**config.mk**
```make
export PLATFORM = sky130hd
export DESIGN_NAME = dcache_tag_array
export DESIGN_NICKNAME = d
export VERILOG_FILES = /design/src/hdl/dcache_cfg_pkg.sv /design/src/hdl/dcache_msg_pkg.sv /design/src/hdl/dcache_tag_array.sv
export SDC_FILE = /design/constraint.sdc
export NUM_CORES = 1
export LEC_CHECK = 0
export BUFFER_PORTS_ARGS = -buffer_cell sky130_fd_sc_hd__buf_2
export CORE_MARGIN = 2
export CORE_UTILIZATION = 35
export DETAILED_ROUTE_END_ITERATION = 10
export GPL_TIMING_DRIVEN = 0
export SYNTH_ARGS = -nofsm -noshare
export SYNTH_HDL_FRONTEND = slang
export SYNTH_SLANG_ARGS = --single-unit
```
**constraint.sdc**
```tcl
create_clock -name clk -period 4.8 [get_ports clk]
set_input_delay 0.96 -clock clk [delete_from_list [all_inputs] [get_ports clk]]
set_output_delay 0.96 -clock clk [all_outputs]
set_load 0.1 [all_outputs]
```
**src/hdl/dcache_cfg_pkg.sv**
```systemverilog
package dcache_cfg_pkg;

  // in-page word address: bank, row in bank, set index
  localparam int addr_w = 10;
  localparam int bank_w = 1;
  localparam int row_w = 3;
  localparam int index_w = 6;

  // page-frame bits above the in-page address
  localparam int tag_w = 4;

  localparam int ways = 2;
  localparam int line_words = 16;
  localparam int byte_lanes = 4;

  // derived sizes
  localparam int full_addr_w = tag_w + addr_w;
  localparam int word_w = byte_lanes * 8;
  localparam int banks = 1 << bank_w;
  localparam int bank_addr_w = index_w + row_w;
  localparam int bank_depth = 1 << bank_addr_w;
  localparam int sets = 1 << index_w;
  localparam int way_w = $clog2(ways);
  localparam int cnt_w = $clog2(line_words);

  // line address on the memory side is tag plus index
  localparam int line_w = tag_w + index_w;

  // start of the index field inside a word address
  localparam int index_lsb = bank_w + row_w;

endpackage : dcache_cfg_pkg
```
**src/hdl/dcache_msg_pkg.sv**
```systemverilog
package dcache_msg_pkg;

  import dcache_cfg_pkg::*;

  // load request, full word address
  typedef struct packed {
    logic                   valid;
    logic [full_addr_w-1:0] addr;
  } load_req_t;

  // data only meaningful with hit set
  typedef struct packed {
    logic              valid;
    logic              hit;
    logic              replay;
    logic [word_w-1:0] data;
  } load_resp_t;

  typedef struct packed {
    logic                   valid;
    logic [full_addr_w-1:0] addr;
    logic [byte_lanes-1:0]  be;
    logic [word_w-1:0]      data;
  } store_req_t;

  // write-through to memory
  typedef struct packed {
    logic                   valid;
    logic [full_addr_w-1:0] addr;
    logic [byte_lanes-1:0]  be;
    logic [word_w-1:0]      data;
  } mem_wr_t;

  // internal data array write, in-page address
  typedef struct packed {
    logic                  en;
    logic [way_w-1:0]      way;
    logic [addr_w-1:0]     addr;
    logic [byte_lanes-1:0] be;
    logic [word_w-1:0]     data;
  } bank_wr_t;

  typedef enum logic [1:0] {
    rf_idle,
    rf_request,
    rf_fill,
    rf_commit
  } refill_state_e;

endpackage : dcache_msg_pkg

```
**src/hdl/dcache_tag_array.sv**
```systemverilog
`timescale 1ns/1ns

module dcache_tag_array
  import dcache_cfg_pkg::*;
  import dcache_msg_pkg::*;
(
  input  logic               clk,
  input  logic               rst,
  input  load_req_t          load0,
  input  load_req_t          load1,
  input  store_req_t         store,
  input  logic [index_w-1:0] fill_index,
  input  logic [tag_w-1:0]   fill_tag,
  input  logic               commit,
  output logic               hit0,
  output logic               hit1,
  output logic [way_w-1:0]   hit_way0,
  output logic [way_w-1:0]   hit_way1,
  output logic               store_hit,
  output logic [way_w-1:0]   store_way,
  output logic [way_w-1:0]   victim_way,
  output logic               tag_wr_done
);

  logic [ways-1:0][tag_w-1:0] tags [sets];
  logic [sets-1:0][ways-1:0] vld;
  // one round-robin bit per set picks between the two ways
  logic [sets-1:0] rr;
  logic [1:0][full_addr_w-1:0] ld_addr_q;
  logic [1:0] ld_valid_q;
  logic [1:0][ways-1:0] ld_match;
  logic [ways-1:0] st_match;

  // per-way match of one address
  function automatic logic [ways-1:0] lookup(input logic [full_addr_w-1:0] addr);
    logic [index_w-1:0] idx;
    idx = addr[index_lsb +: index_w];
    for (int w = 0; w < ways; w++) begin
      lookup[w] = vld[idx][w] && (tags[idx][w] == addr[addr_w +: tag_w]);
    end
  endfunction

  function automatic logic [way_w-1:0] encode(input logic [ways-1:0] m);
    encode = '0;
    for (int w = 0; w < ways; w++) begin
      if (m[w]) begin
        encode = way_w'(w);
      end
    end
  endfunction

  assign victim_way = rr[fill_index];

  // loads compare one cycle late, stores right away
  always_comb begin
    ld_match[0] = lookup(ld_addr_q[0]);
    ld_match[1] = lookup(ld_addr_q[1]);
    st_match = lookup(store.addr);
  end

  always_ff @(posedge clk) begin
    if (rst) begin
      ld_valid_q <= '0;
      hit0 <= 1'b0;
      hit1 <= 1'b0;
      store_hit <= 1'b0;
      tag_wr_done <= 1'b0;
    end else begin
      ld_valid_q <= {load1.valid, load0.valid};
      hit0 <= ld_valid_q[0] && (|ld_match[0]);
      hit1 <= ld_valid_q[1] && (|ld_match[1]);
      store_hit <= store.valid && (|st_match);
      tag_wr_done <= commit;
    end
    ld_addr_q <= {load1.addr, load0.addr};
    hit_way0 <= encode(ld_match[0]);
    hit_way1 <= encode(ld_match[1]);
    store_way <= encode(st_match);
  end

  // commit fills the victim and moves the pointer on
  always_ff @(posedge clk) begin
    if (rst) begin
      vld <= '0;
      rr <= '0;
    end else if (commit) begin
      vld[fill_index][victim_way] <= 1'b1;
      rr[fill_index] <= ~rr[fill_index];
    end
  end

  always_ff @(posedge clk) begin
    if (commit) begin
      tags[fill_index][victim_way] <= fill_tag;
    end
  end

endmodule : dcache_tag_array

```
* Yosys cells after proc, flatten, opt, wreduce, memory -nomap -nowiden *
Memory sizes are Yosys's and may differ from the RTL's. A register that Yosys moved wholly into a read port is not among the register bits.
Cells that the tools add are included.

operators by class
  $lt $le $gt $ge = 7
  multiplexer cells = 22
  reduce and logical (&&, ||, !) cells = 14
  equal/unequal tests = 6
  bitwise operators = 2

operator list
  cell                                                                    count
  128-bit bitwise OR                                                      1
  64-bit bitwise mux                                                      1
  2-bit binary-select mux with 6-bit select                               3
  6-bit by 7-bit < comparator with 1-bit output (second input constant)   4
  4-bit equality test                                                     6
  2-bit demux with 6-bit select                                           1
  1-bit logical AND                                                       11
  2-bit two-way mux                                                       4
  8-bit two-way mux                                                       1
  1-bit two-way mux                                                       7
  1-bit binary-select mux with 6-bit select                               1
  1-bit demux with 6-bit select                                           1
  6-bit by 1-bit >= comparator with 1-bit output (second input constant)  1
  2-bit OR reduction                                                      3
  4-bit demux with 1-bit select                                           1
  4-bit two-way mux                                                       1
  1-bit by 2-bit < comparator with 1-bit output (second input constant)   1
  1-bit demux with 1-bit select                                           1
  1-bit >= comparator (second input constant)                             1
  1-bit inverter                                                          1

word-level totals
  output and inout bits = 8
  flip-flop bits (word level) = 229
  logic and storage cells = 127
  memories = 1
  memory bits (writable) = 512

memories
  name  words  bits a word  rd ports  clocked after memory_dff  wr ports  line                    text
  tags  64     8            3         2                         1         dcache_tag_array.sv:25  logic [ways-1:0][tag_w-1:0] tags [sets];

* Longest topological paths before layout *
  word-level depth = 9
  depth in mapped cells = 14
  mapped depth without buffers = 10

* Worst setup path before layout *
No wires, ideal clock.

  kind = input port to output port
  from = input fill_index[1]
  to = output victim_way
  stages on the path = 11
  buffers on the path = 5
  path slack = 0.565 ns
  arrival = 3.275 ns
  cell sequence = clkbuf_1 > nor3b_1 > clkbuf_1 > a22oi_1 > a31oi_1 > o21ai_0 > o211a_1 > buf_2 > inv_2 > buf_2 > buf_2

between the ends
  cells in the longest elaborated chain, start to end = 2

ends and longest elaborated chain
  item                                       line                    text
  start, declared                            dcache_tag_array.sv:12  input logic [index_w-1:0] fill_index,
  1-bit binary-select mux with 6-bit select  dcache_tag_array.sv:52  assign victim_way = rr[fill_index];
  1-bit two-way mux (implied by the code)    dcache_tag_array.sv:52
  end, declared                              dcache_tag_array.sv:21  output logic [way_w-1:0] victim_way,

Every way passes these cells. The select of a mux whose other input is x is not followed.

* Worst setup path after layout *
  from = register ld_addr_q[6] (netlist name)
  to = register hit0

between the ends
  cells in the longest elaborated chain, start to end = 5
  elaborated cells on any way between the ends = 6

ends and longest elaborated chain
  item                                           line                    text
  start, declared                                dcache_tag_array.sv:29  logic [1:0][full_addr_w-1:0] ld_addr_q;
  start signal, assigned                         dcache_tag_array.sv:75  ld_addr_q <= {load1.addr, load0.addr};
  2-bit binary-select mux with 6-bit select (*)  dcache_tag_array.sv:39  lookup[w] = vld[idx][w] && (tags[idx][w] == addr[addr_w +: tag_w]);
  2-bit two-way mux (implied by the code) (*)    dcache_tag_array.sv:39
  1-bit logical AND                              dcache_tag_array.sv:39
  2-bit OR reduction (*)                         dcache_tag_array.sv:70  hit0 <= ld_valid_q[0] && (|ld_match[0]);
  1-bit logical AND (*)                          dcache_tag_array.sv:70
  end signal, assigned                           dcache_tag_array.sv:70
  end, declared                                  dcache_tag_array.sv:15  output logic hit0,

Every way passes the cells marked *; elsewhere a longest branch is shown, timed or not. The select of a mux whose other input is x is not followed.
A chain may end at the register's enable or synchronous reset.

==> run summary <==
Ys async rst share -> 0
Final wirelength -> 207000 um
Synth area leaders -> edfxtp_1 (39%), mux4_2 (26%), dfxtp_1 (11%)
Die footprint -> 115000 um2
Setup ws final -> -0.178 ns
Max-slew violations -> 44
Via Count -> 31592
Synth top area share -> 0.390
Slowest-stage cell, CP -> clkdlybuf4s15_1
RR Startpoint -> ld_addr_q[6]
Highest routed metal layer -> met5
Metal2 WL -> 84300 um
Maximum fanout along the worst path -> 10
Syn Nets -> 2821
Final period utilization -> 1.04
Vias in the first global route -> 29119
Met3 wire length -> 34100 um
Hold Path Class -> in2reg
Req. time, crit path -> 5.40 ns
IO buf count -> 49
Min Clock Period, post-route -> 4.98 ns
TritonCTS buffer count -> 84
Post-route ant nets -> 0
Hold_buf cts -> 0
Power per cell area -> 344 nW/um2
Setup TNS -> -0.497 ns
Num rows -> 123
Area Overhead vs Synth -> 13.5%
Longest Clk Path Bufs -> 3
Final instance area -> 44800 um2
Hold Crit Start -> load0[9]
DRT Pass-1 Iters -> 7
Layout cell share with drive strength beyond 1 -> 0.283
Largest net degree at the start of global routing -> 92
Crit end category -> flip-flop
Max-cap violations -> 5
RSZ-0062 raised after global routing -> no
P_leak -> 14.8 nW
# H-tree levels -> 3
Worst-margin pin slew -> 1.66 ns
Sequential-to-total area share from yosys stat -> 0.502
CTS root buf -> clkbuf_16
Final Power -> 15.4 mW
Initial Utilization -> 0.352
Peak Freq -> 0.201 GHz
Via density -> 7.11
I/O pin total -> 102
Fin. Hold Viols -> 0
Worst Hold Path Cells -> 1
Setup slack, reg-to-reg -> -0.18 ns
Post-DP HPWL -> 153000 um
Failing checks -> max-capacitance violations, max-slew violations, negative setup slack
Post-synth EDFFs -> 512
Final net count -> 2959
Clock sink count -> 733
Initial antenna violation count -> 9
Cell taking the most area after synthesis -> edfxtp_1
VDD IR max -> 0.269 mV
CTS tree -> done
Drt wl/cell -> 46.5 um
FF-to-FF path depth -> 9
Synth warnings -> 0
Max transition margin -> -0.105
Setup Skew -> 0.0464 ns
Violation count after the first detailed-route iteration -> 6917
FF+latch count, synth -> 733
Setup violators final -> 4
Placed cell area -> 41800 um2
Hold endpoint -> ld_addr_q[9]
Grt ovf -> 0
Critical Path Max Stage Delay -> 1.05 ns
Drt drc -> 0
Setup CP Type -> reg2reg
CP arrival -> 5.57 ns
Worst-path clk slew -> 0.06 ns
Top_reg_cell synth -> edfxtp_1
Clock latency on the worst-skew pair -> 0.70 ns
Die Wd -> 340 um
FF-to-FF End -> hit0
Status -> finished, violations left
Post-synthesis instance area -> 39500 um2
Die Y-Extent -> 340 um
Worst path cell trace -> buf_2, clkdlybuf4s15_1, clkbuf_2, mux2i_1, o311ai_1, a2bb2oi_1, xnor2_1, or4bb_1, a21oi_1
Synth cell types -> 81
CORE AREA -> 112000 um2
DRT met1 WL -> 71300 um
Syn Area/Cell -> 14.5 um2
GP Congestion -> 1.10
Cells after Synth -> 2727
Overall global routing resource usage -> 0.351
First-pass GRT wire length -> 269000 um
Startpoint Class -> flip-flop
[cell usage after synthesis (8+ instances only)]
cell type	n
xor2_1	9
xnor2_1	13
mux2_2	9
o21ai_0	42
a31oi_1	56
buf_2	62
nand2b_1	18
a221oi_1	40
buf_6	20
nor3_1	24
mux4_2	455
o22ai_1	21
o21a_1	68
a21oi_1	107
inv_1	71
dfxtp_1	221
nand2_1	170
a211oi_1	13
buf_1	32
mux2i_1	72
buf_4	18
nor2b_1	34
and2_1	10
clkbuf_1	110
mux4_1	18
a22o_1	31
edfxtp_1	512
nor4_1	8
nor2_1	165
and3_1	9
a22oi_1	87
nand3_1	78
[layout make-up]
type / count / area, um2
Multi-Input combinational cell: 1666 / 18200
Tap cell: 1500 / 1880
Inverter: 79 / 297
Sequential cell: 733 / 19800
Fill cell: 10405 / 67400
Antenna cell: 10 / 25.0
Buffer: 236 / 1310
Clock buffer: 108 / 2360
Clock inverter: 47 / 427
Timing Repair Buffer: 65 / 513
[worst max-delay path by stage]
stage,depth (start not counted),end,slack (ns),from
2_1_floorplan,11,victim_way,0.56,fill_index[1]
3_3_place_gp,12,tags[31][4],-1.60,fill_index[1]
3_5_place_dp,12,store_hit,-1.50,store[41]
4_1_cts,11,hit1,0.004,ld_addr_q[19]
5_1_grt,11,hit1,0.0007,ld_addr_q[19]
6_report,9,hit0,-0.18,ld_addr_q[6]
[per-stage QoR]
stage                     hold slack [ns]  setup slack [ns]  utilization  std cells
after CTS                           0.366           0.00425        0.398       4434
after floorplan                     0.397             0.565            -       2727
after global placement              0.423             -1.60        0.371       4276
after global routing                0.375          0.000689        0.399       4434
after detailed placement            0.425             -1.50        0.372       4284
final                               0.372            -0.178        0.399       4444
[critical path, delay by kind of cell (launching register included)]
| family | cells | cell delay (ns) |
|---|---|---|
| AOI/OAI and AO/OA | 3 | 1.20 |
| xor gates and xnor gates | 1 | 0.20 |
| buffers and inverters | 3 | 2.20 |
| DFF | 1 | 0.45 |
| muxes | 1 | 0.27 |
| and+or+nand+nor | 1 | 0.56 |
[repair_timing]
item	CTS	global route
gates resized for setup	42	24
setup endpoints to repair	206	6
pin swaps	1	0
setup buffers	6	2
[flip-flops by register name, summed over array words and instances, names as in the netlist, 2 cells and up]
signal      count
vld           128
tags          512
ld_addr_q      20
ld_valid_q      2
rr             64
[placed cells by master, fill, tap and decap left out, types with 21 or more instances in the layout]
cell,count
edfxtp_1,512
mux4_2,455
dfxtp_1,221
nand2_1,170
nor2_1,161
a21oi_1,107
buf_2,97
clkbuf_1,96
clkbuf_16,88
a22oi_1,87
nand3_1,78
mux2i_1,72
inv_1,71
o21a_1,68
a31oi_1,56
o21ai_0,42
a221oi_1,39
buf_4,37
nor2b_1,33
a22o_1,31
buf_1,23
buf_6,22
nor3_1,21
o22ai_1,21
[power by group]
group / switching (mW) / internal, mW / total [mW]
Clock: 2.86 / 3.81 / 6.67
Combinational: 1.32 / 0.594 / 1.92
Sequential: 0.0318 / 6.79 / 6.82
[cell families (layout without fill, tap and decap cells)]
kind of cell    after synthesis  after routing  synth area share
compound gates              517            517            0.0907
flops                       733            733             0.502
mux                         557            557             0.294
other cells                   0             10                 0
simple gates                570            570            0.0679
xor+xnor                     22             22           0.00488
buf+inv                     328            535            0.0402
[routing by layer]
layer | GRT usage | up-vias
li1 | - | 11445
met1 | 0.434 | 16332
met2 | 0.488 | 3074
met3 | 0.169 | 733
met4 | 0.228 | 8
met5 | 0 | -
Note: power is estimated with default switching activity, not from simulation.
