[src/hdl/dcache_cfg_pkg.sv]
package dcache_cfg_pkg;

  // in-page word address: bank, row in bank, set index
  localparam int addr_w = 10;
  localparam int bank_w = 1;
  localparam int row_w = 3;
  localparam int index_w = 6;

  // page-frame bits above the in-page address
  localparam int tag_w = 4;

  localparam int ways = 2;
  localparam int line_words = 16;
  localparam int byte_lanes = 4;

  // derived sizes
  localparam int full_addr_w = tag_w + addr_w;
  localparam int word_w = byte_lanes * 8;
  localparam int banks = 1 << bank_w;
  localparam int bank_addr_w = index_w + row_w;
  localparam int bank_depth = 1 << bank_addr_w;
  localparam int sets = 1 << index_w;
  localparam int way_w = $clog2(ways);
  localparam int cnt_w = $clog2(line_words);

  // line address on the memory side is tag plus index
  localparam int line_w = tag_w + index_w;

  // start of the index field inside a word address
  localparam int index_lsb = bank_w + row_w;

endpackage : dcache_cfg_pkg
[src/hdl/dcache_fill_counter.sv]
`timescale 1ns/1ns

module dcache_fill_counter
  import dcache_cfg_pkg::*;
(
  input  logic             clk,
  input  logic             rst,
  input  logic             start,
  input  logic             mem_rvalid,
  output logic [cnt_w-1:0] word,
  output logic             last
);

  // word slot of the next returning beat
  always_ff @(posedge clk) begin
    if (rst || start) begin
      word <= '0;
    end else if (mem_rvalid) begin
      word <= word + 1'b1;
    end
  end

  // sixteenth word is on the bus
  assign last = mem_rvalid && (word == cnt_w'(line_words - 1));

endmodule : dcache_fill_counter

[config.mk]
export PLATFORM = sky130hd
export DESIGN_NAME = dcache_fill_counter
export DESIGN_NICKNAME = d
export VERILOG_FILES = /design/src/hdl/dcache_cfg_pkg.sv /design/src/hdl/dcache_fill_counter.sv
export SDC_FILE = /design/constraint.sdc
export NUM_CORES = 1
export LEC_CHECK = 0
export ABC_CLOCK_PERIOD_IN_PS = 1700
export BUFFER_PORTS_ARGS = -buffer_cell sky130_fd_sc_hd__buf_2
export CAP_MARGIN = 0
export CORE_AREA = 2 2 39 41
export DETAILED_ROUTE_END_ITERATION = 16
export DIE_AREA = 0 0 41 43
export GPL_ROUTABILITY_DRIVEN = 0
export PLACE_DENSITY = 0.36
export SYNTH_ARGS = -nofsm -noshare
export SYNTH_HDL_FRONTEND = slang
export SYNTH_SLANG_ARGS = --single-unit
[constraint.sdc]
create_clock -name clk -period 1.7 [get_ports clk]
set_clock_uncertainty 0.1 [all_clocks]
set_input_delay 0.17 -clock clk [delete_from_list [all_inputs] [get_ports clk]]
set_output_delay 0.17 -clock clk [all_outputs]
set_load 0.05 [all_outputs]
Word-level counts from Yosys, hierarchy flattened --
Index checks and enable logic that the tools add are counted.
Word-level totals: input port bits 4, logic and storage cells 5, output and inout bits 5, bits in registers 4
Operators by class: equal/unequal tests 1, reduce and logical (&&, ||, !) cells 2, $add $sub $neg 1
Operators by type and width (number):
- 4-bit by 1-bit adder with 4-bit output (second input constant) | 1
- 4-bit equality test (second input constant) | 1
- 1-bit logical AND | 1
- 1-bit logical OR | 1

Longest topological paths before layout --
Gate-level depths: netlist of run 1.
depth after elaboration 2, mapped depth 3, gate-level depth less buffers 3

Worst setup path after synthesis of run 1 --
No wires, ideal clock.
path type reg2out, from reg word[0], to out last, arrival 1334 ps, buffers on the path 0, cell stages (with the launch flop) 3, data required time 1430 ps, slack 96 ps, path through dfxtp_1 -> ha_1 -> and4_2
On the way: longest elaborated chain between the ends 2
Ends and longest elaborated chain:
- from (decl) | line dcache_fill_counter.sv:10 | output logic [cnt_w-1:0] word,
- from (signal assigned) | line dcache_fill_counter.sv:19 | word <= word + 1'b1;
- 4-bit equality test | line dcache_fill_counter.sv:24 | assign last = mem_rvalid && (word == cnt_w'(line_words - 1));
- 1-bit logical AND | line dcache_fill_counter.sv:24
- to (decl) | line dcache_fill_counter.sv:11 | output logic last
No other way between the ends.

Final worst setup path of run 1 --
Ends and elaborated chain as after synthesis.

==> run metrics, run 1 <==
clk_lat worst skew=between 200 and 250 ps; PD cells=approximately 900 nW/µm²; maxcap violations=0; Cell Int Power=roughly 0.18 mW; Synth area leaders=dfxtp_1, nor3_1, ha_1, mux2_1, a21bo_2; DR DRC count=0; initial core utilization=0.1347; CTS tree=yes; Setup CP Type=reg2out; Worst path depth=3; Worst Hold Class=in2reg; post-synthesis register bit count=4; Sw Share=0.2300; Req. time, crit path=1430 ps; die height=43 µm; vias=around 170; status=finished clean; Synth Cell Area=186.4 µm²; FILL cells=between 150 and 200; setup TNS=0 ps; maximum clock frequency=around 650 MHz; Post-Synth XOR/XNOR Area=0.04698; R2R cell count=3; CORE AREA=1384 µm²; Gate power share=0.090; number of flip-flops in the largest register=4; post-synthesis sequential area ratio=0.4295; postcts setup bufs=0; largest family of logic cells by synthesized area=simple AND/OR/NAND/NOR gates; 1st-iter DRT viols=3; die area=between 1500 and 2000 µm²; slowest stage delay, CP=370 ps; syn_area_per_cell=roughly 11 µm²; CTS Sinks=4; Syn Inst Count=17; Worst IR Drop VDD=around 160 µV; Worst R2R Start=word[0]; overflow left after global routing=0; Largest regs=word: 4 flops; Synth Area in Compound Gates=0.09396; Crit path buffers/inverters=1; Clock Tree Root=clkbuf_4; first-pass GRT wire length=roughly 660 µm; startpoint types=register; Final Hold Vio Count=0; clock power share=0.497; clock tree buffer depth=2; multiplexer share of the synthesized area=0.1141; Switching Power=between 0.05 and 0.06 mW; Synth Area in Adders=0.06711; I/O pins=9; Slew @ Worst Pin=254.9 ps; drt total wl=around 410 µm; Hold-fix buffers, CTS=0; Tot GR Track Use=0.05924; fraction of layout cells with a size suffix above 1=0.4643; crit-path leading delay family=flip-flops; WL per Instance=slightly above 9 µm; drt via density=3.955; reg2reg end=word[2]; Synth area leader=dfxtp_1; Simple-Gate Fraction of Synth Area=0.2483; Slew Limit Fails=0; ANT cells=0; row count=14; initial antenna violation count=0; Slew headroom=0.8312; largest register by flop count=word; fin crit period=roughly 1600 ps; CP cell instances=ha_1, and4_2, buf_2; Layout Nets=35; Arrival @ worst endpoint=between 1000 and 1500 ps; Synth cell types=12; critical path startpoint=word[0]; setup-violating endpoint count in the final report=0; Min Hold Slack=around 61 ps; Reg power frac=0.413; vias in the first global route=~170; die width=41 µm; Hold Crit Depth=2; Hold Startpoint=rst; R2R setup slack=580 ps; drt first pass iters=4; leak pwr=0.1226 nW; Worst Setup End Kind=output pin; largest net degree at the start of global routing=7; RSZ-0062 raised after global routing=no; final antenna-violating net count=0; crit path to=last; CTS buffer count=3; post_cts resized=0; crit share post-route=0.9119; H-tree levels=1; Layout area overhead=44.30%; critical path peak fanout=4; slowest CP cell=dfxtp_1; synthesis warning total=0; Reg clk slew, reported paths=40 ps; top-area cell type share of the netlist area=0.4295; syn_nets=22; count of input and output buffers=8
[worst min path at each step]
| stage | endpoint | slack [ps] |
|---|---|---|
| 5_1_grt | word[2] | 70 |
| 2_1_floorplan | word[2] | 140 |
| 3_5_place_dp | word[0] | 300 |
| 6_report | word[2] | 60 |
| 3_3_place_gp | word[2] | 310 |
| 4_1_cts | word[2] | 60 |
[logic make-up (layout without fill, tap and decap cells)]
group | after synthesis | count (layout)
simple gates | 7 | 7
flops | 4 | 4
compound gates | 2 | 2
mux | 2 | 2
fa+ha+maj | 1 | 1
xor+xnor | 1 | 1
buf+inv | 0 | 11
[cell type report]
type	instances	area (µm²)	area share
clock buffer	3	22.52	0.08372
multi-input combinational	13	106.4	0.3953
sequential	4	80.08	0.2977
tap	16	20.02	0.07442
timing repair buffer	8	40.04	0.1488
[placed cells by master, fill, tap and decap left out]
cell type,n
and4_2,1
ha_1,1
dfxtp_1,4
nand4_1,1
buf_2,8
mux2_1,1
a211oi_1,1
clkbuf_4,3
nand3b_1,1
a21bo_2,1
nor3_1,3
nor3b_1,1
xnor2_1,1
mux2i_1,1
[Yosys cell counts]
cell type	instances
dfxtp_1	4
nor3_1	3
a211oi_1	1
a21bo_2	1
and4_2	1
ha_1	1
mux2_1	1
mux2i_1	1
nand3b_1	1
nand4_1	1
nor3b_1	1
xnor2_1	1
[through the flow]
step	total power, mW	instance area [µm²]	utilization	worst slack, ps	cells
global placement	0.1209	246.5	0.1781	376.2	41
global route	0.2521	269.0	0.1944	81.49	44
floorplan	0.1103	186.4	-	95.64	17
CTS	0.2441	269.0	0.1944	131.0	44
finish	0.2370	269.0	0.1944	149.7	44
detailed placement	0.1206	246.5	0.1781	385.8	41
[routing by layer]
layer  track usage  vias up  part of all wire
met1       0.08360       74              0.54
met2       0.05000       11              0.31
met5             0        -                 0
li1              -       89                 -
met4       0.08000        0                 0
met3       0.02618        0              0.16
[power groups by stage]
stage	clock network [mW]	registers, mW	logic, mW
finish	0.118	0.0978	0.0214
global route	0.131	0.0980	0.0236
CTS	0.125	0.0978	0.0215
detailed placement	0	0.0993	0.0213
global placement	0	0.0995	0.0214
floorplan	0	0.105	0.00526
Note: power is estimated with default switching activity, not from simulation.
==> inputs of run 2 (changes only) <==
- ABC_CLOCK_PERIOD_IN_PS: 1700 -> 1500
- clock period: 1.7 -> 1.5 ns (I/O delays scaled with it)
==> run metrics, run 2 (synthesis results as in run 1) <==
1st-iter DRT viols=2 (was 3); PD cells=979.0 nW/µm² (was 880.9 nW/µm²); Final Hold Vio Count=0 (unchanged); Clock Tree Root=clkbuf_4 (unchanged); slowest CP cell=dfxtp_2 (was dfxtp_1); Post-Layout Cell Count=44 (unchanged); DP Cell Count=41 (unchanged); crit-path leading delay family=flip-flops (unchanged); leak pwr=0.1234 nW (was 0.1226 nW); status=finished clean (unchanged); initial antenna violation count=0 (unchanged); DR DRC count=0 (unchanged); crit share post-route=0.9628; fraction of layout cells with a size suffix above 1=0.5357 (was 0.4643); die width=41 µm (unchanged); Layout area overhead=46.98% (was 44.30%); clk_lat worst skew=230 ps (about the same); largest net degree at the start of global routing=7 (unchanged); I/O pins=9 (unchanged); Worst Setup End Kind=output pin (unchanged); R2R setup slack=370 ps (was 580 ps); drt total wl=386 µm (was 406 µm); commonest cells after routing, fill and taps aside=buf_2, nor3_1, clkbuf_4, dfxtp_2, dfxtp_1 (was buf_2, dfxtp_1, nor3_1, clkbuf_4); die area=1763 µm² (unchanged); Tot GR Track Use=0.05126 (was 0.05924); RSZ-0062 raised after global routing=no (unchanged); Slew headroom=0.8359 (was 0.8312); final antenna-violating net count=0 (unchanged); CTS buffer count=3 (unchanged); drt via density=3.932 (was 3.955); Worst IR Drop VDD=260.2 µV (was 160.4 µV); Layout Nets=35 (unchanged); Slew Limit Fails=0 (unchanged); slowest stage delay, CP=330 ps (was 370 ps); overflow left after global routing=0 (unchanged); number of flip-flops in the largest register=4 (unchanged); CORE AREA=1384 µm² (unchanged); CP cell instances=ha_1, and4_2, buf_4 (was ha_1, and4_2, buf_2); Slew @ Worst Pin=247.8 ps (was 254.9 ps); critical path peak fanout=4 (unchanged); maximum clock frequency=roughly 690 MHz; vias=173 (was 174); WL per Instance=8.773 µm (was 9.227 µm); commonest non-fill, non-tap cell in the layout=buf_2 (unchanged); setup-violating endpoint count in the final report=0 (unchanged); Setup CP Type=reg2out (unchanged); die height=43 µm (unchanged); ANT cells=0 (unchanged); largest register by flop count=word (unchanged); row count=14 (unchanged); startpoint types=register (unchanged); Reg clk slew, reported paths=40 ps (about the same); vias in the first global route=149 (was 168); Largest regs=word: 4 flops (unchanged); setup TNS=0 ps (unchanged); Final HPWL DP=319.6 µm; drt first pass iters=2 (was 4); maxcap violations=0 (unchanged); Arrival @ worst endpoint=1190 ps (was 1280 ps); CTS tree=yes (unchanged); fin crit period=1444 ps; Worst Hold Class=in2reg (unchanged); clock tree buffer depth=2 (unchanged); Crit path buffers/inverters=1 (unchanged); FILL cells=158 (was 162); initial core utilization=0.1347 (unchanged); count of input and output buffers=8 (unchanged); Req. time, crit path=1250 ps (was 1430 ps); first-pass GRT wire length=558 µm (was 662 µm); CTS Sinks=4 (unchanged); H-tree levels=1 (unchanged); Hold-fix buffers, CTS=0 (unchanged)
-- run 2: cell counts in the layout (fill, tap and decap cells not counted) --
No cell type changed its count.
-- run 2: through the flow --
| step | util | setup WS, ps | instance area, µm² | hold WS, ps | power (mW) |
|---|---|---|---|---|---|
| 2_1_floorplan | - | 113.2 | 188.9 | 119.2 | 0.1255 |
| 3_3_place_gp | 0.1799 | 262.0 | 249.0 | 283.1 | 0.1372 |
| 3_5_place_dp | 0.1799 | 249.2 | 249.0 | 280.6 | 0.1371 |
| 4_1_cts | 0.1962 | 1.066 | 271.5 | 39.57 | 0.2722 |
| 5_1_grt | 0.1980 | 20.95 | 274.0 | 58.91 | 0.2813 |
| 6_report | 0.1980 | 55.84 | 274.0 | 42.70 | 0.2683 |
-- run 2: worst paths after layout --
kind / startpoint / end / cells after the start
setup / recovery: word[0] / last / 3
hold / removal: rst / word[0] / 2
setup reg to reg: word[0] / word[2] / 3
hold reg to reg: word[0] / word[0] / 2
-- run 2: final cells by class --
type	count	area [µm²]	area share
clock buffer	3	22.52	0.08219
multi-input combinational	13	106.4	0.3881
sequential	4	82.58	0.3014
tap	16	20.02	0.07306
timing repair buffer	8	42.54	0.1553
-- run 2: report_power, final --
part,switching (mW),internal (mW)
combinational,0.0156,0.00837
sequential,0.00213,0.109
clock,0.0434,0.0895
-- run 2: timing repair --
item / in CTS / in global routing
endpoints found under the setup margin: 0 / 1
buffers inserted: 0 / 0
resized for setup: 0 / 2
-- run 2: routing by layer --
metal	part of all wire	wire (µm)	track usage
met1	0.40	156	0.05161
met2	0.49	190	0.07188
met3	0.10	39	0.03141
met4	0	0	0.04000
met5	0	0	0
==> inputs of run 3 (changes only) <==
--- a/config.mk
+++ b/config.mk
@@ -10,5 +10,5 @@
 export CAP_MARGIN = 0
-export CORE_AREA = 2 2 39 41
+export CORE_AREA = 4 4 41 43
 export DETAILED_ROUTE_END_ITERATION = 16
-export DIE_AREA = 0 0 41 43
+export DIE_AREA = 0 0 45 47
 export GPL_ROUTABILITY_DRIVEN = 0
==> constraint.sdc (replaced) <==
create_clock -name clk -period 1.5 [get_ports clk]
set_clock_uncertainty 0.1 [all_clocks]
set_input_delay 0.3 -clock clk [delete_from_list [all_inputs] [get_ports clk]]
set_output_delay 0.3 -clock clk [all_outputs]
set_load 0.05 [all_outputs]
==> run metrics, run 3 (synthesis results as in run 1) <==
commonest cells after routing, fill and taps aside=buf_2, nor3_1, clkbuf_4, buf_4, dfxtp_1 (was buf_2, nor3_1, clkbuf_4, dfxtp_2, dfxtp_1); commonest non-fill, non-tap cell in the layout=buf_2 (unchanged); Largest regs=word: 4 flops (unchanged); maxcap violations=0 (unchanged); fraction of layout cells with a size suffix above 1=0.6000 (was 0.5357); final antenna-violating net count=0 (unchanged); reg2reg end=word[3] (was word[2]); Clock Tree Root=clkbuf_4 (unchanged); startpoint types=register (unchanged); R2R cell count=3 (unchanged); FILL cells=155 (was 158); Storage cell area=85.08 µm² (was 82.58 µm²); Finished Core Util=0.2394 (was 0.1980); R2R setup slack=380 ps (was 370 ps); metal3 WL=56 µm (was 39 µm); WL met2=205 µm (was 190 µm); slowest CP cell=dfxtp_4 (was dfxtp_2); initial core utilization=0.1433 (was 0.1347); clock tree buffer depth=2 (unchanged); Worst Hold Class=in2reg (unchanged); crit path to=last (unchanged); Worst IR Drop VDD=471.9 µV (was 260.2 µV); Reg clk slew, reported paths=40 ps (about the same); drt via density=4.244 (was 3.932); Layout Nets=37 (was 35); H-tree levels=1 (unchanged); cell area after layout=311.5 µm² (was 274.0 µm²); 1st-iter DRT viols=1 (was 2); slowest stage delay, CP=350 ps (was 330 ps); crit share post-route=0.9977 (was 0.9628); CTS buffer count=3 (unchanged); wire length on met1=223 µm (was 156 µm); CORE AREA=1301 µm² (was 1384 µm²); drt total wl=485 µm (was 386 µm); Placed Area=249.0 µm² (unchanged); leak pwr=0.1343 nW (was 0.1234 nW); Setup CP Type=reg2out (unchanged); critical path startpoint=word[0] (unchanged); CP cell instances=ha_4, and4_4, buf_8 (was ha_1, and4_2, buf_4); I/O pins=9 (unchanged); largest net degree at the start of global routing=7 (unchanged); Min Hold Slack=181.1 ps (was 42.70 ps); Slew Limit Fails=0 (unchanged); drt first pass iters=3 (was 2); setup-violating endpoint count in the final report=0 (unchanged); Final WS setup=3.414 ps (was 55.84 ps); die width=45 µm (was 41 µm); CTS Sinks=4 (unchanged); Arrival @ worst endpoint=1100 ps (was 1190 ps); die area=2115 µm² (was 1763 µm²); Worst Setup End Kind=output pin (unchanged); CTS tree=yes (unchanged); clk_lat worst skew=240 ps (was 230 ps); Slew headroom=0.8309 (was 0.8359); Worst R2R Start=word[0] (unchanged); Final Hold Vio Count=0 (unchanged); area of the multi-input gates=120.1 µm² (was 106.4 µm²); DR DRC count=0 (unchanged); vias=191 (was 173); RSZ-0062 raised after global routing=yes (was no); Total Power=0.2725 mW (was 0.2683 mW); row count=13 (was 14); Slew @ Worst Pin=255.4 ps (was 247.8 ps); initial antenna violation count=0 (unchanged); count of input and output buffers=8 (unchanged); Layout area overhead=67.11% (was 46.98%); largest register by flop count=word (unchanged); maximum clock frequency=668.2 MHz (was 692.4 MHz); critical path peak fanout=3 (was 4); setup TNS=0 ps (unchanged); Post-Layout Cell Count=45 (was 44); fin crit period=1497 ps (was 1444 ps); ANT cells=0 (unchanged); Req. time, crit path=1100 ps (was 1250 ps); vias in the first global route=205 (was 149); highest metal used=met3 (unchanged); first-pass GRT wire length=841 µm (was 558 µm); Tot GR Track Use=0.06467 (was 0.05126); PD cells=874.7 nW/µm² (was 979.0 nW/µm²); Setup WS pre-CTS=85.11 ps (was 249.2 ps); DP Cell Count=40 (was 41); WL per Instance=10.78 µm (was 8.773 µm); die height=47 µm (was 43 µm); status=finished clean (unchanged); overflow left after global routing=0 (unchanged); number of flip-flops in the largest register=4 (unchanged)
## run 3: layer usage
metal / track usage / vias to the layer above
met4: 0.03509 / 0
met1: 0.06561 / 88
met3: 0.06897 / 0
li1: - / 93
met5: 0 / -
met2: 0.08192 / 10
## run 3: final cells by class
type / instances / area share
clock buffers: 3 / 0.07229
multi-input cells: 13 / 0.3855
flip-flops and latches: 4 / 0.2731
well taps: 15 / 0.06024
repair buffers: 10 / 0.2088
## run 3: power breakdown
group	total [mW]	switching, mW	leakage, nW	internal (mW)
Sequential	0.110	0.00219	0.0336	0.108
Clock	0.133	0.0435	0.0138	0.0894
Combinational	0.0291	0.0176	0.0869	0.0115
Total	0.273	0.0633	0.134	0.209
## run 3: how the worst min path moves through the flow
stage,start,endpoint,slack [ps],cells past startpoint
after global routing,start,word[0],190,2
after detailed placement,rst,word[0],430,2
after floorplan,rst,word[0],270,1
after CTS,rst,word[0],180,2
final,rst,word[0],180,2
after global placement,word[0],word[0],430,2
## run 3: timing repair
action / CTS / global route
endpoints found under the setup margin: 1 / 1
hold buffers: 0 / 0
resized for setup: 6 / 0
buffers inserted: 2 / 0
pin swaps: 1 / 1
## run 3: worst max-delay path: cells and delay by family (launching register included)
family                     cells  cell delay [ps]
adders and majority gates      1              130
buffers and inverters          1              140
DFF                            1              350
and+or+nand+nor                1              230
