--- src/hdl/dcache_cfg_pkg.sv ---
package dcache_cfg_pkg;

  // in-page word address: bank, row in bank, set index
  localparam int addr_w = 10;
  localparam int bank_w = 1;
  localparam int row_w = 3;
  localparam int index_w = 6;

  // page-frame bits above the in-page address
  localparam int tag_w = 4;

  localparam int ways = 2;
  localparam int line_words = 16;
  localparam int byte_lanes = 4;

  // derived sizes
  localparam int full_addr_w = tag_w + addr_w;
  localparam int word_w = byte_lanes * 8;
  localparam int banks = 1 << bank_w;
  localparam int bank_addr_w = index_w + row_w;
  localparam int bank_depth = 1 << bank_addr_w;
  localparam int sets = 1 << index_w;
  localparam int way_w = $clog2(ways);
  localparam int cnt_w = $clog2(line_words);

  // line address on the memory side is tag plus index
  localparam int line_w = tag_w + index_w;

  // start of the index field inside a word address
  localparam int index_lsb = bank_w + row_w;

endpackage : dcache_cfg_pkg
--- src/hdl/dcache_msg_pkg.sv ---
package dcache_msg_pkg;

  import dcache_cfg_pkg::*;

  // load request, full word address
  typedef struct packed {
    logic                   valid;
    logic [full_addr_w-1:0] addr;
  } load_req_t;

  // data only meaningful with hit set
  typedef struct packed {
    logic              valid;
    logic              hit;
    logic              replay;
    logic [word_w-1:0] data;
  } load_resp_t;

  typedef struct packed {
    logic                   valid;
    logic [full_addr_w-1:0] addr;
    logic [byte_lanes-1:0]  be;
    logic [word_w-1:0]      data;
  } store_req_t;

  // write-through to memory
  typedef struct packed {
    logic                   valid;
    logic [full_addr_w-1:0] addr;
    logic [byte_lanes-1:0]  be;
    logic [word_w-1:0]      data;
  } mem_wr_t;

  // internal data array write, in-page address
  typedef struct packed {
    logic                  en;
    logic [way_w-1:0]      way;
    logic [addr_w-1:0]     addr;
    logic [byte_lanes-1:0] be;
    logic [word_w-1:0]     data;
  } bank_wr_t;

  typedef enum logic [1:0] {
    rf_idle,
    rf_request,
    rf_fill,
    rf_commit
  } refill_state_e;

endpackage : dcache_msg_pkg

--- src/hdl/dcache_refill_fsm.sv ---
`timescale 1ns/1ns

module dcache_refill_fsm
  import dcache_cfg_pkg::*;
  import dcache_msg_pkg::*;
(
  input  logic                   clk,
  input  logic                   rst,
  input  logic                   miss0,
  input  logic [full_addr_w-1:0] miss_addr0,
  input  logic                   miss1,
  input  logic [full_addr_w-1:0] miss_addr1,
  input  logic                   mem_rvalid,
  input  logic [word_w-1:0]      mem_rdata,
  input  logic [cnt_w-1:0]       word,
  input  logic                   last,
  input  logic [way_w-1:0]       victim_way,
  output logic                   busy,
  output logic                   mem_req,
  output logic [line_w-1:0]      mem_line,
  output logic [index_w-1:0]     fill_index,
  output logic [tag_w-1:0]       fill_tag,
  output logic                   commit,
  output bank_wr_t               fill_wr,
  output logic                   start
);

  refill_state_e state;
  refill_state_e state_next;
  logic [full_addr_w-1:0] addr_q;
  logic [way_w-1:0] victim_q;
  logic miss;

  assign miss = miss0 || miss1;

  always_ff @(posedge clk) begin
    if (rst) begin
      state <= rf_idle;
    end else begin
      state <= state_next;
    end
  end

  always_ff @(posedge clk) begin
    // port 0 first
    if (state == rf_idle && miss) begin
      addr_q <= miss0 ? miss_addr0 : miss_addr1;
    end
    if (state == rf_request) begin
      victim_q <= victim_way;
    end
  end

  always_comb begin
    state_next = state;
    case (state)
      rf_idle: begin
        if (miss) begin
          state_next = rf_request;
        end
      end
      rf_request: state_next = rf_fill;
      rf_fill: begin
        if (last) begin
          state_next = rf_commit;
        end
      end
      rf_commit: state_next = rf_idle;
      default: state_next = rf_idle;
    endcase
  end

  // busy up in the cycle the miss shows
  assign busy = (state != rf_idle) || miss;
  assign mem_req = (state == rf_request);
  assign commit = (state == rf_commit);
  // counter cleared on the way into request
  assign start = (state == rf_idle) && miss;

  assign mem_line = addr_q[full_addr_w-1 -: line_w];
  assign fill_index = addr_q[index_lsb +: index_w];
  assign fill_tag = addr_q[addr_w +: tag_w];

  // each beat goes straight into the victim way
  always_comb begin
    fill_wr.en = (state == rf_fill) && mem_rvalid;
    fill_wr.way = victim_q;
    fill_wr.addr = {fill_index, word};
    fill_wr.be = '1;
    fill_wr.data = mem_rdata;
  end

endmodule : dcache_refill_fsm

--- config.mk ---
export PLATFORM = sky130hd
export DESIGN_NAME = dcache_refill_fsm
export DESIGN_NICKNAME = d
export VERILOG_FILES = /design/src/hdl/dcache_cfg_pkg.sv /design/src/hdl/dcache_msg_pkg.sv /design/src/hdl/dcache_refill_fsm.sv
export SDC_FILE = /design/constraint.sdc
export NUM_CORES = 1
export LEC_CHECK = 0
export ABC_AREA = 1
export BUFFER_PORTS_ARGS = -buffer_cell sky130_fd_sc_hd__buf_4
export CORE_ASPECT_RATIO = 2
export CORE_MARGIN = 2
export CORE_UTILIZATION = 31
export DETAILED_ROUTE_END_ITERATION = 10
export GPL_TIMING_DRIVEN = 0
export PLACE_DENSITY = 0.84
export SYNTH_ARGS = -nofsm -noshare
export SYNTH_HDL_FRONTEND = slang
export SYNTH_SLANG_ARGS = --single-unit
--- constraint.sdc ---
create_clock -name clk -period 2 [get_ports clk]
set_input_delay 0 -clock clk [delete_from_list [all_inputs] [get_ports clk]]
set_output_delay 0 -clock clk [all_outputs]
set_load 0.02 [all_outputs]
======== Yosys cells after proc, flatten, opt, wreduce, memory -nomap -nowiden ========
Cells that the tools add are included.
word-level totals
  register bits ........................... 17
  output and inout port bits .............. 72
  word-level logic and storage cells ...... 19
  input port bits ......................... 71
operators by class
  mux-type cells .......................... 4
  eq/ne operators ......................... 5
  reduce and logical (&&, ||, !) cells .... 7
operators with widths
  cell                count
  $mux 14             1
  $pmux 2 s4          1
  $eq 2x2->1 const B  2
  $mux 2              2
  $ne 2x2->1 const B  2
  $eq 2x1->1 const B  1
  $logic_and 1x1->1   2
  $logic_not 2->1     1
  $logic_or 1x1->1    2
  $reduce_and 2->1    1
  $reduce_bool 2->1   1

======== Longest topological paths before layout ========
Gate-level depths: netlist (run 1).
  depth after elaboration ................. 3
  depth in mapped cells ................... 6
  depth with buffers taken out ............ 6

======== Worst setup path after synthesis (run 1) ========
Ideal clock, no wire load.
  kind .................................... register -> register
  start ................................... reg state[0]
  end ..................................... reg addr_q[10], enable pin
  required time ........................... 1.612 ns
  buffers on the path ..................... 0
  clock period less this slack ............ 1.719 ns
  setup time .............................. 0.388 ns
  path slack .............................. 0.281 ns
  stages on the path, launching flop included .. 5
  data arrival time ....................... 1.331 ns
  cell sequence ........................... dfxtp_1 -> inv_1 -> ha_1 -> inv_1 -> nor2_1
between the ends
  cells in the longest elaborated chain, start to end .. 2
RTL lines
  what                    line                     source
  from (decl)             dcache_refill_fsm.sv:28  refill_state_e state;
  from (signal assigned)  dcache_refill_fsm.sv:38  state <= rf_idle;
  from (signal assigned)  dcache_refill_fsm.sv:40  state <= state_next;
  $logic_not 2->1         n/a
  $logic_and 1x1->1       n/a
  named net start         dcache_refill_fsm.sv:25  output logic start
  to (signal assigned)    dcache_refill_fsm.sv:47  addr_q <= miss0 ? miss_addr0 : miss_addr1;
  to (decl)               dcache_refill_fsm.sv:30  logic [full_addr_w-1:0] addr_q;
The timed path passes the listed nets, and every way through them passes these cells.
A chain may end at the register's enable or synchronous reset.

======== Worst setup path in the final report (run 1) ========
  start ................................... reg state[0]
  end ..................................... out start
between the ends
  cells in the longest elaborated chain, start to end .. 2
RTL lines
  what               line                     source
  $logic_not 2->1    dcache_refill_fsm.sv:78  assign start = (state == rf_idle) && miss;
  $logic_and 1x1->1  dcache_refill_fsm.sv:78
  to (decl)          dcache_refill_fsm.sv:25
Every way passes these cells.

==> results of run 1 <==
stage by stage:
stage,hold WS [ns],utilization,power [uW],worst slack (ns),instance area [um2]
final,0.0225,0.564,1880,0.369,1880
after global routing,0.0282,0.564,2000,0.243,1880
after CTS,0.0195,0.563,1910,0.0609,1880
after detailed placement,0.184,0.544,1670,0.227,1820
after global placement,0.179,0.544,1650,0.290,1820
after floorplan,0.0989,-,1200,0.281,1070
timing repair:
action,4_1_cts,5_1_grt
resized for setup,0,1
hold buffers,2,0
setup endpoints to repair,0,1
hold endpoints to repair,2,0
metal layers:
layer,share of wire,global-route usage,vias to the layer above
met5,0,0,-
met4,0.017,0.0642,0
met3,0.15,0.0229,5
met2,0.57,0.244,91
met1,0.26,0.0895,425
li1,-,-,529
worst reg2reg max path: cells and delay by family, from the launching register on:
family / cells / cell delay [ns]
fa+ha+maj: 1 / 0.21
buf+inv: 2 / 0.17
flops: 1 / 0.33
simple gates: 1 / 0.45
cells in the mapped netlist:
cell type,count,area [um2]
nand2_1,34,128
nand3_2,1,10.0
inv_1,7,26.3
edfxtp_1,11,330
nor2_1,2,7.51
dfxtp_1,2,40.0
buf_2,1,5.00
clkinv_1,1,3.75
buf_4,57,428
nand2_2,1,6.26
conb_1,1,3.75
a21oi_1,2,10.0
nor2_2,1,6.26
ha_1,4,50.1
o21ai_0,1,5.00
state kept, by name (all words and copies together) (netlist names):
signal,flops
state,2
victim_q,1
addr_q,10
how the worst min path moves through the flow:
stage / startpoint / to / slack (ns) / depth (start not counted)
floorplan: victim_way / victim_q / 0.1 / 0
finish: miss_addr1[6] / addr_q[6] / 0.02 / 3
global route: miss_addr1[12] / addr_q[12] / 0.03 / 3
CTS: miss_addr1[12] / addr_q[12] / 0.02 / 3
global placement: victim_way / victim_q / 0.18 / 1
detailed placement: victim_way / victim_q / 0.18 / 1
layout make-up:
class,instances,area [um2]
Inverter,8,30.0
Sequential cell,13,370
Fill cell,303,1460
Buffer,58,433
Tap cell,32,40.0
Timing Repair Buffer,96,726
Clock buffer,4,45.0
Multi-Input combinational cell,50,240
cell families after synthesis:
family	count (synthesis)
buffers and inverters	66
and+or+nand+nor	39
DFF	13
adders and majority gates	4
AOI/OAI and AO/OA	3
other	1
power by group through the flow:
stage | clock [uW] | combinational [uW] | sequential, uW
floorplan | 0 | 639 | 565
global placement | 0 | 1160 | 492
detailed placement | 0 | 1170 | 496
CTS | 238 | 1180 | 491
global route | 250 | 1250 | 503
finish | 228 | 1170 | 487
==> flow_summary_export.csv, run 1 <==
group,metric,value,unit
run_status,outcome,"completed",
place,place_inst,255,
floorplanning,die-height,86.7,um
clocking,tritoncts,"done",
place,hpwl,2380,um
timing,fmax,613,MHz
synth,synth.ff_latch_count,13,
timing,max-slew-margin-rel,0.635,
layout,nNetsFinal,305,
synth,synthXorXnorAreaFrac,0,
layout,drive_gt1_frac,0.694,
clocking,worstSkewPairLatency,0.24,ns
grt,grt_usage,0.119,
job,drv_cap,0,
timing,period_minus_slack,1.63,ns
clocking,cts_root_buffer,"clkbuf_8",
timing,rsz0062_at_grt,"false",
clocking,path_clk_slew,0.05,ns
pwr,clkPwrFrac,0.121,
timing,hold_viol,0,
synth,synth_top_family_by_area,"buffers and inverters",
worst_setup_path,crit_slowest_cell,"nor2_2",
clocking,cts_inserted_buffers,3,
worst_setup_path,r2r_end,"addr_q[8]",
worst_setup_path,worstPathRequired,2.00,ns
pwr,power_density,998,nW/um2
synth,synth.area.mux_share,0,
pwr,p_sw,751,uW
route,drc,0,
synth,synth_compound_area_frac,0.0142,
route,antenna_left,0,
timing,period_share,0.815,
pwr,p_seq_frac,0.259,
worst_setup_path,r2r_cells,4,
worst_hold_path,worstHoldPathType,"primary input to flip-flop",
layout,area_growth,77.8,%
timing,drv_slew,0,
grt,overflow,0,
route,drt_iter0_markers,10,
timing,fin_tns_setup,0,ns
timing,tightest_slew,0.547,ns
synth,synth_fa_ha_area_frac,0.0472,
worst_setup_path,crit_chain,"inv_1, ha_1, inv_1, nor2_2, buf_4",
clocking,htree_levels,1,
worst_setup_path,rrSetupSlack,0.49,ns
floorplanning,rows,30,
worst_setup_path,worstSetupStartpointType,"flip-flop",
timing,finalSetupViolCount,0,
layout,final_common_cell,"buf_4",
worst_setup_path,crit_path_end,"start",
floorplanning,die_x,45.3,um
worst_setup_path,crit_arrival,1.63,ns
pwr,peakVddDrop,605,uV
place,gp_congestion,0.621,
worst_setup_path,critPathMaxFanout,11,
grt,antenna_found_initial,0,
worst_setup_path,critical_path.top_delay_family,"simple AND/OR/NAND/NOR gates",
pwr,swShare,0.399,
pwr,internal_power,1130,uW
synth,ys_types,15,
route,viasPerCell,4.02,
route,drt-total-wl,2650,um
synth,syn_area,1060,um2
clocking,post_cts_buffers,0,
synth,ys_warn_count,0,
worst_setup_path,crit_buf_inv,3,
worst_setup_path,crit_start,"state[0]",
timing,skew,0.00126,ns
layout,mostFrequentLayoutCells,"151 x buf_4, 34 x nand2_1, 11 x edfxtp_1",
worst_setup_path,rr_startpoint,"state[0]",
clocking,clockBufferDepth,2,
floorplanning,core_area,3340,um2
worst_setup_path,worstSetupPathType,"flip-flop to output port",
synth,synthSimpleGateAreaFrac,0.149,
grt,grt_max_degree,12,
layout,stdcell_count,261,
floorplanning,die_area,3930,um2
worst_setup_path,worst-path-stages,5,
worst_setup_path,cpMostUsedCell,"inv_1",
grt,grt_pass1_vias,800,
clocking,cts.sinks,13,
pwr,leakage,0.00108,uW
floorplanning,ios,143,
route,dr_total_vias,1050,
worst_setup_path,critical_path.max_stage_delay,0.45,ns
grt,grt_first_pass_wirelength,3410,um
route,wire_per_inst,10.2,um
route,dr.pass1.iters,4,
worst_setup_path,cp-end-kind,"output port",
synth,synthCells,126,
synth,syn_avg_cell_area,8.41,um2
place,io_buffer_count,94,
pwr,combinationalPowerShare,0.620,
floorplanning,start_util,0.317,
layout,n_antenna_cell,0,
synth,synth_seq_area_share,0.349,
Note: power is estimated with default switching activity, not from simulation.
==> inputs of run 2 (changes only) <==
CORE_UTILIZATION = 28   (was 31)
PLACE_DENSITY = 0.81   (was 0.84)
clock period = 1.47 ns   (was 2 ns; I/O delays follow)
==> flow_summary_export.csv, run 2 (synthesis gave the netlist of run 1 again) <==
group,metric,value,unit
clocking,cts_root_buffer,"clkbuf_8",
layout,final_common_cell,"buf_4",
layout,fin_util,0.538,
layout,final-seq-area,370,um2
timing,fmax,769,MHz
run_status,outcome,"completed",
floorplanning,ios,143,
job,drv_cap,0,
timing,period_share,0.885,
place,placed_cell_area,1850,um2
clocking,clockBufferDepth,2,
worst_setup_path,crit_slowest_cell,"dfxtp_1",
worst_setup_path,worstPathRequired,1.43,ns
grt,grt_max_degree,12,
layout,n_antenna_cell,0,
place,io_buffer_count,94,
grt,antenna_found_initial,0,
pwr,clkPwrFrac,0.118,
layout,final_area,1940,um2
pwr,p_sw,1060,uW
layout,regMostFlops,"addr_q",
clocking,cts_inserted_buffers,3,
timing,drv_slew,0,
worst_setup_path,crit_arrival,1.26,ns
worst_hold_path,worstHoldPathType,"primary input to flip-flop",
grt,overflow,0,
floorplanning,rows,31,
worst_setup_path,critPathMaxFanout,4,
timing,hold_viol,0,
clocking,tritoncts,"done",
layout,reg_top3,"addr_q (10), state (2), victim_q (1)",
route,viasPerCell,3.83,
timing,skew,0.00225,ns
route,dr.pass1.iters,2,
timing,whs,0.0196,ns
timing,finalSetupViolCount,0,
route,drt_iter0_markers,4,
grt,grt_usage,0.126,
timing,fin_tns_setup,0,ns
route,dr_total_vias,1073,
layout,drive_gt1_frac,0.701,
clocking,path_clk_slew,0.06,ns
place,gp_congestion,0.700,
pwr,combinationalPowerShare,0.636,
floorplanning,die-height,91.0,um
pwr,leakage,0.00110,uW
route,drt-total-wl,2860,um
layout,multi_input_area,245,um2
worst_setup_path,cpMostUsedCell,"inv_1",
route,drc,0,
grt,grt_first_pass_wirelength,4000,um
layout,nNetsFinal,307,
layout,largest_reg_flops,10,
clocking,cts.sinks,13,
timing,period_minus_slack,1.30,ns
timing,rsz0062_at_grt,"false",
worst_setup_path,crit_chain,"inv_1, ha_1, inv_1, nor2_4, buf_4",
timing,setup_slack,0.169,ns
worst_setup_path,cp-end-kind,"flip-flop",
layout,area_growth,83.0,%
pwr,power_density,1380,nW/um2
worst_setup_path,worstSetupStartpointType,"flip-flop",
route,antenna_left,0,
route,wire_per_inst,10.2,um
floorplanning,core_area,3610,um2
layout,fillers,360,
worst_setup_path,worstSetupPathType,"flip-flop to flip-flop",
place,place_ws,0.131,ns
floorplanning,start_util,0.294,
worst_setup_path,critical_path.max_stage_delay,0.32,ns
pwr,swShare,0.396,
floorplanning,die_x,47.5,um
layout,mostFrequentLayoutCells,"152 x buf_4, 34 x nand2_1, 11 x edfxtp_1",
floorplanning,die_area,4320,um2
clocking,worstSkewPairLatency,0.24,ns
pwr,internal_power,1620,uW
pwr,peakVddDrop,794,uV
grt,grt_pass1_vias,975,
place,hpwl,2520,um
clocking,htree_levels,1,
pwr,p_seq_frac,0.246,
run 2: changes by cell type in the layout (fill, tap and decap cells not counted):
cell,change
buf_12,+1
buf_4,+1
clkbuf_1,-1
clkinv_2,+1
nor2_2,-1
nor2_4,+1
run 2: cell type report:
class | count | area share
Inverter | 8 | 0.0155
Clock inverter | 1 | 0.00258
Sequential cell | 13 | 0.191
Clock buffer | 3 | 0.0213
Tap cell | 49 | 0.0316
Buffer | 58 | 0.223
Multi-Input combinational cell | 50 | 0.126
Timing Repair Buffer | 98 | 0.388
run 2: repair_timing:
| action | 4_1_cts | 5_1_grt |
|---|---|---|
| pin swaps | 1 | 1 |
| gates resized for setup | 0 | 0 |
| endpoints found under the hold margin | 2 | 0 |
| cloned | 0 | 0 |
| endpoints found under the setup margin | 1 | 1 |
| hold buffers | 2 | 0 |
| setup buffers | 0 | 2 |
run 2: through the flow:
step                std cells  power [uW]
global route              280        2850
CTS                       278        2620
detailed placement        272        2300
floorplan                 129        1660
finish                    280        2680
global placement          272        2270
run 2: critical path, delay by kind of cell, from the launching register on:
kind | cells | cell delay (ns)
AND/OR/NAND/NOR | 1 | 0.17
adder cells (fa/ha/maj) | 1 | 0.21
flip-flops | 1 | 0.32
buffers and inverters | 3 | 0.32
run 2: power by group through the flow:
| stage | combinational [uW] | clock [uW] | sequential, uW |
|---|---|---|---|
| CTS | 1630 | 329 | 664 |
| global route | 1820 | 348 | 683 |
| floorplan | 892 | 0 | 766 |
| global placement | 1600 | 0 | 669 |
| finish | 1710 | 316 | 659 |
| detailed placement | 1630 | 0 | 669 |
run 2: path summary, 6_finish.rpt:
kind	startpoint	slack, ns	endpoint	cells past startpoint
worst max-delay path	state[0]	0.17	addr_q[13]	5
worst min-delay path	miss_addr1[4]	0.02	addr_q[4]	3
worst max register to register	state[0]	0.17	addr_q[13]	5
worst min register to register	state[0]	0.53	state[0]	2
run 2: per-layer routing:
| layer | wire (um) | global-route usage | vias up |
|---|---|---|---|
| li1 | - | - | 532 |
| met2 | 1680 | 0.264 | 88 |
| met3 | 380 | 0.0139 | 2 |
| met4 | 19 | 0.0486 | 0 |
| met5 | 0 | 0 | - |
| met1 | 785 | 0.0961 | 451 |
==> inputs of run 3 (changes only) <==
GPL_TIMING_DRIVEN = unset   (was 0)
==> flow_summary_export.csv, run 3 (synthesis gave the netlist of run 1 again) <==
group,metric,value,unit
run_status,outcome,"completed",
floorplanning,ios,143,
place,place_inst,178,
clocking,cts.sinks,13,
layout,regMostFlops,"addr_q",
clocking,path_clk_slew,0.05,ns
clocking,htree_levels,1,
timing,whs,0.00000645,ns
layout,mostFrequentLayoutCells,"59 x buf_4, 34 x nand2_1, 11 x edfxtp_1",
layout,nNetsFinal,213,
place,gp_congestion,0.627,
timing,finalSetupViolCount,0,
grt,grt_pass1_vias,707,
route,drc,0,
clocking,tritoncts,"done",
worst_setup_path,worstPathRequired,1.43,ns
route,drt-total-wl,2020,um
worst_setup_path,critPathMaxFanout,4,
floorplanning,die_x,47.5,um
route,drt_iter0_markers,3,
job,drv_cap,0,
floorplanning,core_area,3610,um2
pwr,power_density,1810,nW/um2
worst_setup_path,crit_chain,"inv_1, ha_1, inv_1, nor2_4, buf_4",
floorplanning,rows,31,
layout,final_common_cell,"buf_4",
worst_setup_path,cpMostUsedCell,"inv_1",
clocking,cts_inserted_buffers,3,
clocking,clockBufferDepth,2,
timing,fmax,770,MHz
route,dr_total_vias,719,
grt,grt_usage,0.0947,
timing,skew,0.00380,ns
layout,reg_top3,"addr_q (10), state (2), victim_q (1)",
place,hpwl,1680,um
worst_hold_path,worstHoldPathType,"primary input to output port",
worst_setup_path,rrSetupSlack,0.17,ns
layout,final_area,1240,um2
timing,period_share,0.883,
grt,grt_max_degree,13,
timing,hold_viol,0,
floorplanning,die_area,4320,um2
route,antenna_left,0,
pwr,leakage,0.000654,uW
worst_setup_path,cp-end-kind,"flip-flop",
worst_setup_path,crit_slowest_cell,"dfxtp_1",
layout,largest_reg_flops,10,
clocking,cts_root_buffer,"clkbuf_8",
timing,drv_slew,0,
place,io_buffer_count,58,
timing,rsz0062_at_grt,"false",
route,wire_per_inst,10.8,um
worst_setup_path,crit_arrival,1.26,ns
clocking,worstSkewPairLatency,0.24,ns
grt,antenna_found_initial,0,
worst_setup_path,worstSetupPathType,"flip-flop to flip-flop",
layout,fillers,368,
timing,period_minus_slack,1.30,ns
route,dr.pass1.iters,3,
floorplanning,die-height,91.0,um
timing,fin_tns_setup,0,ns
layout,area_growth,16.6,%
place,placed_cell_area,1140,um2
pwr,peakVddDrop,809,uV
floorplanning,start_util,0.294,
layout,drive_gt1_frac,0.496,
layout,fin_util,0.343,
clocking,cts_resized,0,
route,viasPerCell,3.87,
layout,n_antenna_cell,0,
worst_setup_path,worstSetupStartpointType,"flip-flop",
layout,stdcell_count,186,
worst_setup_path,critical_path.max_stage_delay,0.32,ns
grt,grt_first_pass_wirelength,2950,um
grt,overflow,0,
[run 3: cell types whose count changed in the layout (fill, tap and decap cells not counted), sizes merged]
cell  before  now
buf      154   60
[run 3: cell type report]
| class | count | area (um2) | area share |
|---|---|---|---|
| Inverter | 8 | 30.0 | 0.0243 |
| Timing Repair Buffer | 62 | 483 | 0.391 |
| Sequential cell | 13 | 370 | 0.300 |
| Multi-Input combinational cell | 50 | 245 | 0.198 |
| Clock buffer | 3 | 41.3 | 0.0334 |
| Tap cell | 49 | 61.3 | 0.0496 |
| Clock inverter | 1 | 5.00 | 0.00405 |
[run 3: where the power goes]
group | leakage, uW | internal [uW] | total, uW | switching (uW)
Sequential | 0.000124 | 574 | 667 | 92.8
Clock | 0.0000255 | 187 | 313 | 126
Combinational | 0.000505 | 561 | 1260 | 699
Total | 0.000654 | 1320 | 2240 | 918
[run 3: worst paths after layout]
| kind | from | end | depth (start not counted) |
|---|---|---|---|
| max reg2reg | state[0] | addr_q[13] | 5 |
| min reg2reg | state[0] | state[0] | 2 |
| max | state[0] | addr_q[13] | 5 |
| min | word[3] | fill_wr[39] | 0 |
[run 3: critical path, delay by kind of cell, from the launching register on]
kind | cells | cell delay [ns]
buffers and inverters | 3 | 0.32
adder cells (fa/ha/maj) | 1 | 0.20
flip-flops | 1 | 0.32
AND/OR/NAND/NOR | 1 | 0.17
[run 3: repair_timing]
action | 4_1_cts | 5_1_grt
endpoints found under the hold margin | 2 | 0
cloned | 0 | 0
hold buffers | 2 | 0
pin swaps | 1 | 1
endpoints found under the setup margin | 1 | 1
buffers inserted | 0 | 2
[run 3: routing by layer]
| metal | global-route usage | up-vias | share of wire |
|---|---|---|---|
| met5 | 0 | - | 0 |
| met4 | 0.116 | 0 | 0.092 |
| met3 | 0.0159 | 26 | 0.11 |
| met2 | 0.155 | 44 | 0.53 |
| met1 | 0.0732 | 305 | 0.26 |
| li1 | - | 344 | - |
[run 3: stage by stage]
stage	setup WS, ns	total power, uW
after global placement	0.178	1840
after floorplan	0.174	1660
after CTS	0.0181	2180
after detailed placement	0.139	1860
final	0.171	2240
after global routing	0.0990	2370
